$ cat config.mk
export PLATFORM = sky130hd
export DESIGN_NAME = board_ctrl
export DESIGN_NICKNAME = d
export VERILOG_FILES = /design/src/verilog/board_pkg.sv /design/src/verilog/pad_sync.sv /design/src/verilog/dip_decode.sv /design/src/verilog/input_mapper.sv /design/src/verilog/reset_gen.sv /design/src/verilog/board_ctrl.sv
export VERILOG_INCLUDE_DIRS = /design/src /design/src/verilog
export SDC_FILE = /design/constraint.sdc
export NUM_CORES = 1
export LEC_CHECK = 0
export ABC_AREA = 1
export BUFFER_PORTS_ARGS = -buffer_cell sky130_fd_sc_hd__buf_2
export CAP_MARGIN = 20
export CORE_MARGIN = 2
export CORE_UTILIZATION = 48
export CTS_CLUSTER_DIAMETER = 150
export CTS_CLUSTER_SIZE = 16
export DETAILED_ROUTE_END_ITERATION = 8
export PLACE_DENSITY = 0.76
export SLEW_MARGIN = 30
export SYNTH_ARGS = -nofsm -noshare
export SYNTH_HDL_FRONTEND = slang
export SYNTH_SLANG_ARGS = --single-unit
$ cat constraint.sdc
create_clock -name clk_sys -period 1.42 [get_ports clk_sys]
set_input_delay 0.071 -clock clk_sys [delete_from_list [all_inputs] [get_ports clk_sys]]
set_output_delay 0.071 -clock clk_sys [all_outputs]
set_load 0.02 [all_outputs]
$ cat src/verilog/board_macros.svh
/* Board control constants
   Status-word fields, joystick button positions and reset timing */
`ifndef BOARD_MACROS_SVH
`define BOARD_MACROS_SVH

// OSD status word bit positions
`define BOARD_ST_FLIP    1
`define BOARD_ST_ROT     2
`define BOARD_ST_TEST    3
`define BOARD_ST_PAUSE   4
`define BOARD_ST_FX_LO   5      // Effect level takes bits 6..5
`define BOARD_ST_FM      7
`define BOARD_ST_PSG     8

// Joystick word buttons, moved up one with three buttons
`define BOARD_COIN_BIT   6
`define BOARD_START_BIT  7
`define BOARD_PAUSE_BIT  8

`define BOARD_RST_LEN    32     // Core reset stretch in cycles
`define BOARD_SYNC_DEPTH 2      // Flops per input synchroniser

`endif

$ cat src/verilog/board_pkg.sv
/* Shared types of the arcade board control block */
package board_pkg;

    // Bits 3..0 are right, left, down, up; buttons above
    typedef logic [9:0]  joy_t;

    // Decoded keyboard levels, MSB first
    //   [30:21] joy1   [20:11] joy2   [10:9] start   [8:7] coin
    //   [6] reset      [5] pause      [4] service    [3:0] gfx
    typedef logic [30:0] key_t;

    typedef logic [1:0]  pair_t;      // Bit 0 is player 1
    typedef logic [3:0]  gfx_t;
    typedef logic [31:0] status_t;
    typedef logic [1:0]  fxlevel_t;

    typedef enum logic {
        RST_IDLE,
        RST_STRETCH
    } rst_state_t;

endpackage

$ cat src/verilog/pad_sync.sv
/* Input synchroniser for joysticks and keys
   Also flags rising edges of pause, reset and graphics-layer keys */
`timescale 1ns/1ps
`include "board_macros.svh"

module pad_sync #(
    parameter int THREE_BUTTONS = 0
) (
    input  logic            clk_sys,
    input  logic            game_rst,
    input  board_pkg::joy_t board_joystick1,
    input  board_pkg::joy_t board_joystick2,
    input  board_pkg::key_t keys,
    output board_pkg::joy_t joy1_s,
    output board_pkg::joy_t joy2_s,
    output board_pkg::key_t keys_s,
    output logic            pause_rise,
    output logic            reset_rise,
    output board_pkg::gfx_t gfx_rise
);

    localparam int PAUSE_BIT = `BOARD_PAUSE_BIT + THREE_BUTTONS;
    localparam int W = 2 * $bits(board_pkg::joy_t) + $bits(board_pkg::key_t);

    logic [`BOARD_SYNC_DEPTH-1:0][W-1:0] sync_q;
    logic            joy_pause;
    logic            last_key_pause, last_joy_pause, last_reset;
    board_pkg::gfx_t last_gfx;

    always_ff @(posedge clk_sys) begin
        sync_q[0] <= {board_joystick1, board_joystick2, keys};
        for (int i = 1; i < `BOARD_SYNC_DEPTH; i++) begin
            sync_q[i] <= sync_q[i-1];
        end
    end

    assign {joy1_s, joy2_s, keys_s} = sync_q[`BOARD_SYNC_DEPTH-1];

    assign joy_pause = joy1_s[PAUSE_BIT] | joy2_s[PAUSE_BIT];

    // Held high in reset so a key already down gives no edge on release
    always_ff @(posedge clk_sys) begin
        if (game_rst) begin
            last_key_pause <= 1'b1;
            last_joy_pause <= 1'b1;
            last_reset     <= 1'b1;
            last_gfx       <= '1;
        end else begin
            last_key_pause <= keys_s[5];
            last_joy_pause <= joy_pause;
            last_reset     <= keys_s[6];
            last_gfx       <= keys_s[3:0];
        end
    end

    assign pause_rise = (keys_s[5] & ~last_key_pause) | (joy_pause & ~last_joy_pause);
    assign reset_rise = keys_s[6] & ~last_reset;
    assign gfx_rise   = keys_s[3:0] & ~last_gfx;

endmodule

$ cat src/verilog/dip_decode.sv
/* OSD status word decoder, one register stage per setting */
`timescale 1ns/1ps
`include "board_macros.svh"

module dip_decode (
    input  logic                clk_sys,
    input  logic                game_rst,
    input  board_pkg::status_t  status,
    output logic                rot_control,
    output logic                dip_flip,
    output logic                dip_test,
    output logic                dip_pause,
    output board_pkg::fxlevel_t dip_fxlevel,
    output logic                enable_fm,
    output logic                enable_psg
);

    // Single sampling point for settings used across the block
    always_ff @(posedge clk_sys) begin
        if (game_rst) begin
            rot_control <= 1'b0;
            dip_flip    <= 1'b0;
            dip_test    <= 1'b0;
            dip_pause   <= 1'b0;
            dip_fxlevel <= '0;
            enable_fm   <= 1'b0;
            enable_psg  <= 1'b0;
        end else begin
            rot_control <= status[`BOARD_ST_ROT];
            dip_flip    <= status[`BOARD_ST_FLIP];   // A change here restarts the core
            dip_test    <= status[`BOARD_ST_TEST];
            dip_pause   <= status[`BOARD_ST_PAUSE];
            dip_fxlevel <= status[`BOARD_ST_FX_LO +: $bits(board_pkg::fxlevel_t)];
            enable_fm   <= status[`BOARD_ST_FM];
            enable_psg  <= status[`BOARD_ST_PSG];
        end
    end

endmodule

$ cat src/verilog/input_mapper.sv
/* Player input mapper: merge, rotation and polarity of game inputs
   Holds the pause toggle and graphics-layer enables */
`timescale 1ns/1ps
`include "board_macros.svh"

module input_mapper #(
    parameter int THREE_BUTTONS     = 0,
    parameter int INPUTS_ACTIVE_LOW = 1
) (
    input  logic             clk_sys,
    input  logic             game_rst,
    input  board_pkg::joy_t  joy1_s,
    input  board_pkg::joy_t  joy2_s,
    input  board_pkg::key_t  keys_s,
    input  logic             pause_rise,
    input  logic             reset_rise,
    input  board_pkg::gfx_t  gfx_rise,
    input  logic             rot_control,
    input  logic             dip_pause,
    output board_pkg::joy_t  game_joystick1,
    output board_pkg::joy_t  game_joystick2,
    output board_pkg::pair_t game_coin,
    output board_pkg::pair_t game_start,
    output logic             game_service,
    output logic             game_pause,
    output board_pkg::gfx_t  gfx_en,
    output logic             soft_rst
);

    localparam int COIN_BIT  = `BOARD_COIN_BIT + THREE_BUTTONS;
    localparam int START_BIT = `BOARD_START_BIT + THREE_BUTTONS;
    localparam bit INV       = INPUTS_ACTIVE_LOW != 0;

    board_pkg::joy_t  key_joy1, key_joy2;
    board_pkg::pair_t key_start, key_coin;
    logic             pause_tgl;

    assign key_joy1  = keys_s[30:21];
    assign key_joy2  = keys_s[20:11];
    assign key_start = keys_s[10:9];
    assign key_coin  = keys_s[8:7];

    // Directions turn by 90 degrees for vertical screens
    function automatic board_pkg::joy_t map_joy(input board_pkg::joy_t j, input logic rot);
        board_pkg::joy_t r;
        r = rot ? {j[9:4], j[0], j[1], j[3], j[2]} : j;
        return r ^ {$bits(board_pkg::joy_t){INV}};
    endfunction

    always_ff @(posedge clk_sys) begin
        if (game_rst) begin
            game_joystick1 <= {$bits(board_pkg::joy_t){INV}};   // Idle level
            game_joystick2 <= {$bits(board_pkg::joy_t){INV}};
            game_coin      <= {2{INV}};
            game_start     <= {2{INV}};
            game_service   <= INV;
            pause_tgl      <= 1'b0;
            game_pause     <= 1'b0;
            gfx_en         <= '1;        // All layers shown
            soft_rst       <= 1'b0;
        end else begin
            game_joystick1 <= map_joy(joy1_s | key_joy1, rot_control);
            game_joystick2 <= map_joy(joy2_s | key_joy2, rot_control);
            game_coin      <= {2{INV}} ^ ({joy2_s[COIN_BIT], joy1_s[COIN_BIT]} | key_coin);
            game_start     <= {2{INV}} ^ ({joy2_s[START_BIT], joy1_s[START_BIT]} | key_start);
            game_service   <= keys_s[4] ^ INV;
            pause_tgl      <= pause_tgl ^ pause_rise;
            game_pause     <= (pause_tgl ^ pause_rise) | dip_pause;  // DIP forces pause
            gfx_en         <= gfx_en ^ gfx_rise;
            soft_rst       <= reset_rise;
        end
    end

    // Every layer comes back on after a board reset
    a_gfx_after_rst: assert property (@(posedge clk_sys) game_rst |=> gfx_en == '1)
        else $error("gfx_en not restored after game_rst");

endmodule

$ cat src/verilog/reset_gen.sv
/* Core reset generator
   Any trigger restarts a BOARD_RST_LEN cycle stretch of core_rst */
`timescale 1ns/1ps
`include "board_macros.svh"

module reset_gen (
    input  logic clk_sys,
    input  logic game_rst,
    input  logic rst_req,
    input  logic soft_rst,
    input  logic dip_flip,
    output logic core_rst
);

    localparam int CW = $clog2(`BOARD_RST_LEN);

    board_pkg::rst_state_t state;
    logic [CW-1:0]         cnt;
    logic                  last_flip;
    logic                  trigger;

    // Screen flip changes need a clean restart of the core
    always_ff @(posedge clk_sys) begin
        last_flip <= dip_flip;
    end

    assign trigger = game_rst | rst_req | soft_rst | (dip_flip != last_flip);

    // Any trigger reloads the stretch counter
    always_ff @(posedge clk_sys) begin
        if (trigger) begin
            state <= board_pkg::RST_STRETCH;
            cnt   <= CW'(`BOARD_RST_LEN - 1);
        end else begin
            case (state)
                board_pkg::RST_STRETCH: begin
                    if (cnt == '0) begin
                        state <= board_pkg::RST_IDLE;    // Quiet long enough
                    end else begin
                        cnt <= cnt - CW'(1);
                    end
                end
                default: begin
                    state <= board_pkg::RST_IDLE;
                end
            endcase
        end
    end

    // High for BOARD_RST_LEN cycles after the last trigger
    assign core_rst = state == board_pkg::RST_STRETCH;

    a_rst_follows: assert property (@(posedge clk_sys) game_rst |=> core_rst)
        else $error("core_rst missing after game_rst");

    a_no_early_release: assert property (@(posedge clk_sys) $fell(core_rst) |-> !$past(trigger))
        else $error("core_rst released right after a trigger");

endmodule

$ cat src/verilog/board_ctrl.sv
/* Arcade board control top
   Conditions player inputs, decodes settings and stretches the core reset */
`timescale 1ns/1ps

module board_ctrl #(
    parameter int THREE_BUTTONS     = 0,
    parameter int INPUTS_ACTIVE_LOW = 1
) (
    input  logic                clk_sys,
    input  logic                game_rst,
    input  logic                rst_req,
    input  board_pkg::joy_t     board_joystick1,
    input  board_pkg::joy_t     board_joystick2,
    input  board_pkg::key_t     keys,
    input  board_pkg::status_t  status,
    output logic                core_rst,
    output board_pkg::joy_t     game_joystick1,
    output board_pkg::joy_t     game_joystick2,
    output board_pkg::pair_t    game_coin,
    output board_pkg::pair_t    game_start,
    output logic                game_service,
    output logic                game_pause,
    output board_pkg::gfx_t     gfx_en,
    output logic                dip_flip,
    output logic                dip_test,
    output board_pkg::fxlevel_t dip_fxlevel,
    output logic                enable_fm,
    output logic                enable_psg
);

    board_pkg::joy_t joy1_s, joy2_s;
    board_pkg::key_t keys_s;
    board_pkg::gfx_t gfx_rise;
    logic            pause_rise, reset_rise;
    logic            rot_control, dip_pause;
    logic            soft_rst;

    pad_sync #(.THREE_BUTTONS(THREE_BUTTONS)) u_pad_sync (
        .clk_sys         (clk_sys),
        .game_rst        (game_rst),
        .board_joystick1 (board_joystick1),
        .board_joystick2 (board_joystick2),
        .keys            (keys),
        .joy1_s          (joy1_s),
        .joy2_s          (joy2_s),
        .keys_s          (keys_s),
        .pause_rise      (pause_rise),
        .reset_rise      (reset_rise),
        .gfx_rise        (gfx_rise)
    );

    dip_decode u_dip_decode (
        .clk_sys     (clk_sys),
        .game_rst    (game_rst),
        .status      (status),
        .rot_control (rot_control),
        .dip_flip    (dip_flip),
        .dip_test    (dip_test),
        .dip_pause   (dip_pause),
        .dip_fxlevel (dip_fxlevel),
        .enable_fm   (enable_fm),
        .enable_psg  (enable_psg)
    );

    input_mapper #(
        .THREE_BUTTONS     (THREE_BUTTONS),
        .INPUTS_ACTIVE_LOW (INPUTS_ACTIVE_LOW)
    ) u_input_mapper (
        .clk_sys        (clk_sys),
        .game_rst       (game_rst),
        .joy1_s         (joy1_s),
        .joy2_s         (joy2_s),
        .keys_s         (keys_s),
        .pause_rise     (pause_rise),
        .reset_rise     (reset_rise),
        .gfx_rise       (gfx_rise),
        .rot_control    (rot_control),
        .dip_pause      (dip_pause),
        .game_joystick1 (game_joystick1),
        .game_joystick2 (game_joystick2),
        .game_coin      (game_coin),
        .game_start     (game_start),
        .game_service   (game_service),
        .game_pause     (game_pause),
        .gfx_en         (gfx_en),
        .soft_rst       (soft_rst)
    );

    reset_gen u_reset_gen (
        .clk_sys  (clk_sys),
        .game_rst (game_rst),
        .rst_req  (rst_req),
        .soft_rst (soft_rst),
        .dip_flip (dip_flip),
        .core_rst (core_rst)
    );

endmodule

==> summary.md, run 1 <==
| Metric | Value |
|---|---|
| CP startpoint kind | `register` |
| FP Rows | `32` |
| DR iter-0 viols | `38` |
| Relative slew slack | `0.778` |
| Core Region | `0.00777 mm^2` |
| Layout cells sized above 1 | `0.283` |
| Worst setup EP type | `register` |
| Period minus WS final | `approximately 1.2 ns` |
| Final net count | `between 500 and 600` |
| CTS tree | `done` |
| Slew @ Worst Pin | `between 0.3 and 0.4 ns` |
| WP data required | `1.79 ns` |
| Final cell count without fillers | `589` |
| DR pass1 iterations | `4` |
| Filler Cells Inserted | `531` |
| DRC viols | `0` |
| Largest net degree at the start of global routing | `19` |
| Die Span Y | `between 90 and 100 um` |
| RSZ-0062 raised after global routing | `false` |
| Initial Utilization | `0.496` |
| Commonest cells after routing, fill and taps aside | `dfxtp_1, buf_2, dlygate4sd3_1, inv_1, nand2_1` |
| Post-Place Cells | `496` |
| Routability cong. | `0.755` |
| Final Slew Violations | `0` |
| Peak Freq | `about 0.80 GHz` |
| Hold path depth | `2` |
| Final setup viols | `0` |
| Worst-Skew Late Latency | `roughly 0.49 ns` |
| Register area share after synthesis | `0.810` |
| Dominant cells by area after synthesis | `dfxtp_1, inv_1, nand2_1` |
| Top cell type by total area after synthesis | `dfxtp_1` |
| Die Area | `just under 0.009 mm^2` |
| CTS sink count | `between 150 and 200` |
| Worst Setup Slack, final | `between 0.15 and 0.2 ns` |
| Avg Synthesized Cell Area | `12.8 um^2` |
| Leakage power | `around 2.6 nW` |
| Worst path cell trace | `inv_1, ha_1, inv_1, nor2_1, nand2_2, nand2_4, inv_4, nand2_1, nand3_1` |
| Crit Path Max Fanout | `7` |
| FF+latch count, synth | `around 160` |
| Maximum VDD drop | `about 0.0011 V` |
| Worst path arrival time | `approximately 1.6 ns` |
| # IOs | `approximately 120` |
| Final hold vios | `0` |
| # port buffers | `98` |
| Area Growth Syn to Fin | `47.5%` |
| Synth cell types | `21` |
| Worst path depth | `9` |
| Mapped Area | `0.00385 mm^2` |
| HP Class | `in -> reg` |
| Net Count, Synth | `between 300 and 400` |
| Inserted Clock Buffers | `17` |
| Tcrit/Tclk final | `0.876` |
| Number of global-route vias before repair | `between 2000 and 3000` |
| R2R depth | `9` |
| Status | `finished, final reports clean` |
| Pwr Total | `between 0.009 and 0.01 W` |
| Wire length per cell | `12.0 um` |
| Grt total ovfl | `0` |
| H-tree depth | `4` |
| CP max stage cell | `dfxtp_1` |
| Max_cap viols | `0` |
| Drt via density | `between 4 and 5` |
| Top cell by count, worst path | `inv_1` |
| Worst path bufs/invs | `3` |
| Top delay family on crit path | `simple AND/OR/NAND/NOR gates` |
| Crit Path Class | `reg -> reg` |
| Syn Inst Count | `300` |
| Critical path's largest stage delay | `between 0.3 and 0.4 ns` |
| CTS resizes | `0` |
| First-pass GRT wire length | `about 11 mm` |
| Routed WL | `just over 7 mm` |
| Post-Place Setup Slack | `about 0.16 ns` |
| Initial antenna violation count | `0` |
| Inserted Diodes | `0` |
| Most common cell after layout, fill and taps aside | `dfxtp_1` |
| P per Cell Area | `1740 mW/mm^2` |
| Dpl hpwl | `4.08 mm` |
| Clock Tree Buf Depth | `2` |
| Final Skew | `between 0.01 and 0.015 ns` |
| Global Route Usage Sum | `0.173` |
| Clock transition at path regs | `approximately 0.060 ns` |
| Root Buffer | `clkbuf_8` |
| Die Width | `~94 um` |
| Synth warnings | `0` |
| Post-synth top area share | `0.810` |
| Setup TNS | `0 ns` |
| Remaining antenna violation count after routing | `0` |
| Vias | `between 2000 and 3000` |
sequential cells by signal, indices dropped and copies added (netlist names), 5 cells and up:
| name | flops |
|---|---|
| u_pad_sync.joy1_s | 10 |
| u_pad_sync.keys_s | 31 |
| u_pad_sync.sync_q | 51 |
| u_pad_sync.joy2_s | 10 |
| u_reset_gen.cnt | 5 |
| u_input_mapper.game_joystick2 | 10 |
| u_input_mapper.game_joystick1 | 10 |
worst paths after layout:
| check | startpoint | to | slack [ns] |
|---|---|---|---|
| hold reg to reg | u_pad_sync.sync_q[21]$_DFF_P_ | u_pad_sync.keys_s[21]$_DFF_P_ | 0.32 |
| setup reg to reg | u_reset_gen.cnt[0]$_SDFFE_PP1P_ | u_reset_gen.cnt[2]$_SDFFE_PP1P_ | 0.18 |
| hold / removal | keys[16] | u_pad_sync.sync_q[16]$_DFF_P_ | 0.20 |
| setup / recovery | u_reset_gen.cnt[0]$_SDFFE_PP1P_ | u_reset_gen.cnt[2]$_SDFFE_PP1P_ | 0.18 |
per-stage QoR:
stage          hold slack [ns]  cell area (um^2)  utilization
2_1_floorplan           0.0987              3850            -
3_3_place_gp             0.173              4440        0.571
3_5_place_dp             0.175              4440        0.571
4_1_cts                  0.174              5690        0.732
5_1_grt                  0.187              5690        0.732
6_report                 0.202              5690        0.732
power breakdown:
| group | switching [W] | internal (W) |
|---|---|---|
| clock | 0.00168 | 0.00303 |
| combinational | 0.000235 | 0.000257 |
| sequential | 0.0000738 | 0.00462 |
| total | 0.00199 | 0.00791 |
cells in the mapped netlist, drive strengths merged:
cell type  instances
a31oi              8
ha                 2
nor2              14
inv               32
o21ai             21
nor3               5
nand3              7
xor2               2
buf                6
or2                1
nand2             32
dfxtp            156
o31ai              8
nand3b             6
worst reg2reg max path, stage by stage, from the launching register on:
cell and delay (ns):
dfxtp_1 0.32, inv_1 0.13, ha_1 0.17, inv_1 0.04
nor2_1 0.11, nand2_2 0.08, nand2_4 0.10, inv_4 0.06
nand2_1 0.06, nand3_1 0.07
cell families (layout without fill, tap and decap cells):
kind of cell | after synthesis | in the layout | synth area share
AND/OR/NAND/NOR | 65 | 65 | 0.0776
buffers and inverters | 38 | 225 | 0.0454
adder cells (fa/ha/maj) | 2 | 2 | 0.00649
AO/OA/AOI/OAI | 37 | 37 | 0.0558
XOR/XNOR | 2 | 2 | 0.00454
flip-flops | 156 | 156 | 0.810
cell type report:
type | instances | area [um^2] | share of cell area
Clock buffer | 21 | 459 | 0.0807
Inverter | 32 | 125 | 0.0220
Sequential cell | 156 | 3120 | 0.549
Multi-Input combinational cell | 106 | 557 | 0.0979
Tap cell | 102 | 128 | 0.0224
Timing Repair Buffer | 161 | 1120 | 0.196
Clock inverter | 11 | 179 | 0.0315
routing by layer:
metal	GRT usage	up-vias	part of all wire
li1	-	1303	-
met4	0.0894	0	0.016
met5	0	-	0
met1	0.177	1154	0.41
met3	0.0483	10	0.035
met2	0.318	62	0.54
repair_timing:
item,in CTS,in global routing
hold endpoints to repair,81,0
buffers inserted,0,0
hold buffers,61,0
Note: power is estimated with default switching activity, not from simulation.
==> run 2, diff against run 1 <==
- CORE_ASPECT_RATIO: not set -> 1.2
==> run 2 against run 1 <==
Net effect:
- first-iteration DRC count grew 97%
- wire length grew 2.6%
- count of clock-buffer cells in the layout shrank 3
- final cell count shrank 0.51%
- worst hold slack lost 0.016 ns
- clock power shrank 10%
- core utilization is essentially flat
- combinational power grew 3%
- sequential share of layout area grew 0.097 points
- critical path type unchanged
- critical endpoint is now u_reset_gen.cnt[1]$_SDFFE_PP1P_
- largest cell class unchanged
- largest power group is now sequential cells
==> summary.md, run 2 (same netlist as run 1, synthesis figures left out) <==
| Metric | Value |
|---|---|
| Top reg by flops | `u_pad_sync.sync_q` |
| Layout cells sized above 1 | `0.281` |
| Largest net degree at the start of global routing | `23` |
| Crit Path Class | `reg -> reg` |
| Relative slew slack | `0.805` |
| DRC viols | `0` |
| Crit Path Max Fanout | `7` |
| Tcrit/Tclk final | `0.883` |
| Most common cell after layout, fill and taps aside | `dfxtp_1` |
| Gr busiest metal | `met2` |
| Clock transition at path regs | `approximately 0.070 ns` |
| Post-CTS setup buffers | `0` |
| Grt total ovfl | `0` |
| WP data required | `roughly 1.8 ns` |
| # IOs | `~120` |
| Worst-Skew Late Latency | `just over 0.5 ns` |
| Drt via density | `4.36` |
| CTS sink count | `156` |
| Inserted Diodes | `0` |
| Die Area | `0.00877 mm^2` |
| RSZ-0062 raised after global routing | `false` |
| Leakage power | `between 2 and 3 nW` |
| Commonest cells after routing, fill and taps aside | `dfxtp_1, buf_2, dlygate4sd3_1, inv_1, nand2_1` |
| Die Span Y | `102 um` |
| DR iter-0 viols | `75` |
| Initial Utilization | `0.497` |
| Peak Freq | `around 0.80 GHz` |
| Inserted Clock Buffers | `17` |
| CP startpoint kind | `register` |
| Worst setup EP type | `register` |
| Clock Tree Buf Depth | `2` |
| Status | `finished, final reports clean` |
| HP Class | `in -> reg` |
| Final Skew | `a little over 0.008 ns` |
| Core Region | `just under 0.008 mm^2` |
| Dpl hpwl | `approximately 4.0 mm` |
| Root Buffer | `clkbuf_8` |
| Filler Cells Inserted | `503` |
| Routability cong. | `approximately 0.7` |
| Met1 usage | `0.177` |
| Slew @ Worst Pin | `between 0.2 and 0.3 ns` |
| # port buffers | `98` |
| Final net count | `roughly 570` |
| Final setup viols | `0` |
| Final hold vios | `0` |
| H-tree depth | `4` |
| Routed WL | `between 7 and 8 mm` |
| Grt met2 use | `0.348` |
| Die Width | `around 86 um` |
| Max reg flops | `about 50` |
| First-pass GRT wire length | `12.1 mm` |
| Wire length per cell | `approximately 12 um` |
| Worst path arrival time | `1.64 ns` |
| CTS tree | `done` |
| Maximum VDD drop | `between 0.001 and 0.0015 V` |
| Initial antenna violation count | `0` |
| Period minus WS final | `around 1.3 ns` |
| Number of global-route vias before repair | `2771` |
| R2R Setup Slk | `between 0.15 and 0.2 ns` |
| DR pass1 iterations | `6` |
| P per Cell Area | `about 1700 mW/mm^2` |
| GR Util met3 | `0.0606` |
| Max_cap viols | `0` |
| FP Rows | `35` |
| Setup TNS | `0 ns` |
| Area Growth Syn to Fin | `47.3%` |
| Vias | `about 2600` |
| Worst Hold Slack | `~0.19 ns` |
| Remaining antenna violation count after routing | `0` |
| Global Route Usage Sum | `0.183` |
| Final Slew Violations | `0` |
[run 2: area by class of cell]
| type | instances | area [um^2] | share of cell area |
|---|---|---|---|
| flip-flops and latches | 156 | 3120 | 0.550 |
| repair buffers | 168 | 1190 | 0.209 |
| multi-input cells | 106 | 557 | 0.0981 |
| clock buffers | 18 | 428 | 0.0754 |
| clock inverters | 14 | 143 | 0.0251 |
| inverters | 32 | 125 | 0.0220 |
| well taps | 92 | 115 | 0.0203 |
[run 2: layer usage]
metal / vias up / share of wire / routed length (um)
li1: 1324 / - / -
met1: 1140 / 0.37 / 2650
met2: 69 / 0.56 / 4080
met3: 20 / 0.043 / 315
met4: 0 / 0.029 / 209
met5: - / 0 / 0
[run 2: per-stage QoR]
stage               power, W   util  instance area (um^2)  instances  setup slack, ns
finish               0.00942  0.732                  5680        586            0.166
global route         0.00977  0.732                  5680        586           0.0470
global placement     0.00512  0.571                  4430        486            0.253
detailed placement   0.00514  0.571                  4430        486            0.151
floorplan            0.00496      -                  3850        300            0.321
CTS                  0.00947  0.732                  5680        586            0.136
[run 2: worst paths after layout]
path	startpoint	to	cells past startpoint
max	u_reset_gen.cnt[0]$_SDFFE_PP1P_	u_reset_gen.cnt[1]$_SDFFE_PP1P_	9
min	keys[13]	u_pad_sync.sync_q[13]$_DFF_P_	2
max reg2reg	u_reset_gen.cnt[0]$_SDFFE_PP1P_	u_reset_gen.cnt[1]$_SDFFE_PP1P_	9
min reg2reg	u_pad_sync.sync_q[1]$_DFF_P_	u_pad_sync.keys_s[1]$_DFF_P_	0
[run 2: where the power goes]
group          internal (W)  switching, W  leakage [nW]  total (W)
registers           0.00462     0.0000725          1.31    0.00469
logic              0.000270      0.000240          1.06   0.000509
clock network       0.00231       0.00191         0.277    0.00422
[run 2: critical path: stages (launching register included)]
cell     delay [ns]
dfxtp_1        0.31
inv_1          0.14
ha_1           0.17
inv_1          0.04
nor2_1         0.12
nand2_2        0.08
nand2_4        0.11
inv_4          0.06
nand2_1        0.06
nand3_1        0.06
[run 2: what timing repair did]
| item | CTS | global route |
|---|---|---|
| hold buffers | 68 | 0 |
| gates resized for setup | 0 | 0 |
| hold endpoints to repair | 73 | 0 |
==> run 3, diff against run 2 <==
- CELL_PAD_IN_SITES_DETAIL_PLACEMENT: not set -> 1
- CELL_PAD_IN_SITES_GLOBAL_PLACEMENT: not set -> 1
- CORE_UTILIZATION: 48 -> 38
- PLACE_DENSITY: 0.76 -> not set
- PLACE_DENSITY_LB_ADDON: not set -> 0.1
==> run 3 against run 2 <==
Net effect:
- sequential share of layout area rose by 0.44 points
- non-clock buffer count fell by 8
- power decreased by 1.1%
- core utilization decreased by 17 points
- count of clock-buffer cells in the layout grew 4
- final area decreased by 0.79%
- register-to-register slack about the same
- maximum frequency increased by 0.70%
- die area grew 25%
- critical path type unchanged
==> summary.md, run 3 (same netlist as run 1, synthesis figures left out) <==
| Metric | Value |
|---|---|
| Largest net degree at the start of global routing | `19` |
| Max reg flops | `51` |
| Global Route Usage Sum | `0.147` |
| Max_cap viols | `0` |
| Period minus WS final | `between 1 and 1.5 ns` |
| Routability cong. | `just over 0.7` |
| Root Buffer | `clkbuf_16` |
| Worst setup EP type | `register` |
| Crit Path Max Fanout | `7` |
| Peak Freq | `~0.8 GHz` |
| Worst R2R End | `u_reset_gen.cnt[3]$_SDFFE_PP1P_` |
| Clock transition at path regs | `about 0.06 ns` |
| Die Span Y | `approximately 110 um` |
| First-pass GRT wire length | `roughly 12 mm` |
| CTS tree | `done` |
| CTS sink count | `156` |
| Hold Crit Start | `rst_req` |
| Commonest cells after routing, fill and taps aside | `dfxtp_1, buf_2, dlygate4sd3_1, inv_1, nand2_1` |
| Register share of total power | `0.503` |
| Pwr Total | `just over 0.009 W` |
| Grt total ovfl | `0` |
| # IOs | `between 100 and 150` |
| FP Rows | `40` |
| H-tree depth | `4` |
| Dpl hpwl | `roughly 4.5 mm` |
| Maximum VDD drop | `0.000972 V` |
| CP startpoint kind | `register` |
| Final net count | `around 560` |
| Worst-Skew Late Latency | `approximately 0.4 ns` |
| Hold path depth | `5` |
| HP Class | `in -> reg` |
| Remaining antenna violation count after routing | `0` |
| Initial Utilization | `0.387` |
| Top reg by flops | `u_pad_sync.sync_q` |
| Clk pwr share | `0.444` |
| Most common cell after layout, fill and taps aside | `dfxtp_1` |
| Layout cells sized above 1 | `0.284` |
| Vias | `roughly 2600` |
| Internal Power | `around 0.0073 W` |
| CTS resizes | `0` |
| Setup TNS | `0 ns` |
| Sw frac | `0.215` |
| Final setup viols | `0` |
| Post-CTS setup buffers | `0` |
| Area Growth Syn to Fin | `46.1%` |
| DR iter-0 viols | `64` |
| Crit Path Class | `reg -> reg` |
| Routed wl met3 | `approximately 280 um` |
| Wire length per cell | `about 12 um` |
| Net Sw Power | `0.00200 W` |
| Tcrit/Tclk final | `0.877` |
| DRC viols | `0` |
| Top sig layer | `met4` |
| Status | `finished, final reports clean` |
| WP data required | `approximately 1.7 ns` |
| Routed WL | `7.29 mm` |
| R2R Setup Slk | `about 0.17 ns` |
| Die Width | `between 90 and 100 um` |
| Number of global-route vias before repair | `2705` |
| Inserted Clock Buffers | `17` |
| WL met1 | `approximately 2.8 mm` |
| Core Region | `between 0.009 and 0.01 mm^2` |
| # port buffers | `just under 100` |
| Final Skew | `between 0.007 and 0.008 ns` |
| Worst Hold Path EP | `u_reset_gen.core_rst$_SDFF_PP1_` |
| Leakage power | `~2.6 nW` |
| Slew @ Worst Pin | `between 0.3 and 0.4 ns` |
| R2R depth | `9` |
| Relative slew slack | `0.797` |
| Inserted Diodes | `0` |
| Worst path arrival time | `1.52 ns` |
| Final Slew Violations | `0` |
| RSZ-0062 raised after global routing | `false` |
| Final hold vios | `0` |
| Initial antenna violation count | `0` |
| Critical R2R Launch | `u_reset_gen.cnt[0]$_SDFFE_PP1P_` |
| Clock Tree Buf Depth | `2` |
| Die Area | `between 0.01 and 0.015 mm^2` |
| Logic gate share of total power | `0.053` |
| Drt via density | `between 4 and 5` |
| Met2 wire len | `roughly 4 mm` |
| DR pass1 iterations | `4` |
| P per Cell Area | `about 1700 mW/mm^2` |
run 3: cell types whose count changed in the layout (fill, tap and decap cells not counted), moves of 2 or more:
| cell | delta |
|---|---|
| clkbuf_8 | +2 |
| clkinvlp_4 | +2 |
| dlygate4sd3_1 | -8 |
| inv_8 | -6 |
run 3: worst max-delay path by stage:
stage | start | end | slack [ns]
global placement | u_reset_gen.cnt[0]$_SDFFE_PP1P_ | u_reset_gen.cnt[4]$_SDFFE_PP1P_ | 0.23
finish | u_reset_gen.cnt[0]$_SDFFE_PP1P_ | u_reset_gen.cnt[3]$_SDFFE_PP1P_ | 0.17
CTS | u_reset_gen.cnt[0]$_SDFFE_PP1P_ | u_reset_gen.cnt[3]$_SDFFE_PP1P_ | 0.14
global route | u_reset_gen.cnt[0]$_SDFFE_PP1P_ | u_reset_gen.cnt[3]$_SDFFE_PP1P_ | 0.08
detailed placement | u_reset_gen.cnt[0]$_SDFFE_PP1P_ | u_reset_gen.cnt[3]$_SDFFE_PP1P_ | 0.15
floorplan | u_reset_gen.cnt[0]$_SDFFE_PP1P_ | u_reset_gen.cnt[3]$_SDFFE_PP1P_ | 0.32
run 3: cell type report:
type                    instances  area, um^2
clock buffers                  22         484
multi-input cells             106         557
repair buffers                160        1110
fillers                      1039        4330
well taps                     126         158
flip-flops and latches        156        3120
inverters                      32         125
clock inverters                10        78.8
run 3: metal layers:
layer	vias to the layer above	global-route usage
met5	-	0
met4	0	0.0867
met1	1179	0.139
li1	1300	-
met3	13	0.0507
met2	60	0.269
run 3: critical path: stages (launching register included):
cell     delay, ns
dfxtp_1       0.31
inv_1         0.13
ha_1          0.16
inv_1         0.03
nor2_1        0.11
nand2_2       0.08
nand2_4       0.11
inv_4         0.05
nand2_1       0.06
nand3_1       0.06
run 3: metrics by stage:
| stage | instance area (um^2) | util | cells | worst slack (ns) | hold WS [ns] |
|---|---|---|---|---|---|
| after floorplan | 3850 | - | 300 | 0.321 | 0.0987 |
| after global placement | 4470 | 0.449 | 520 | 0.226 | 0.173 |
| after detailed placement | 4470 | 0.449 | 520 | 0.153 | 0.175 |
| after CTS | 5630 | 0.565 | 612 | 0.144 | 0.0151 |
| after global routing | 5630 | 0.565 | 612 | 0.0776 | 0.0256 |
| final | 5630 | 0.565 | 612 | 0.175 | 0.0217 |
run 3: power by group through the flow:
| stage | logic [W] | clock network, W | registers [W] |
|---|---|---|---|
| after floorplan | 0.000111 | 0 | 0.00485 |
| after global placement | 0.000358 | 0 | 0.00478 |
| after detailed placement | 0.000368 | 0 | 0.00479 |
| after CTS | 0.000498 | 0.00428 | 0.00469 |
| after global routing | 0.000544 | 0.00448 | 0.00471 |
| final | 0.000492 | 0.00413 | 0.00469 |
run 3: repair_timing:
item                                    CTS  global route
hold buffers                             60             0
endpoints found under the hold margin    70             0
endpoints found under the setup margin    0             0
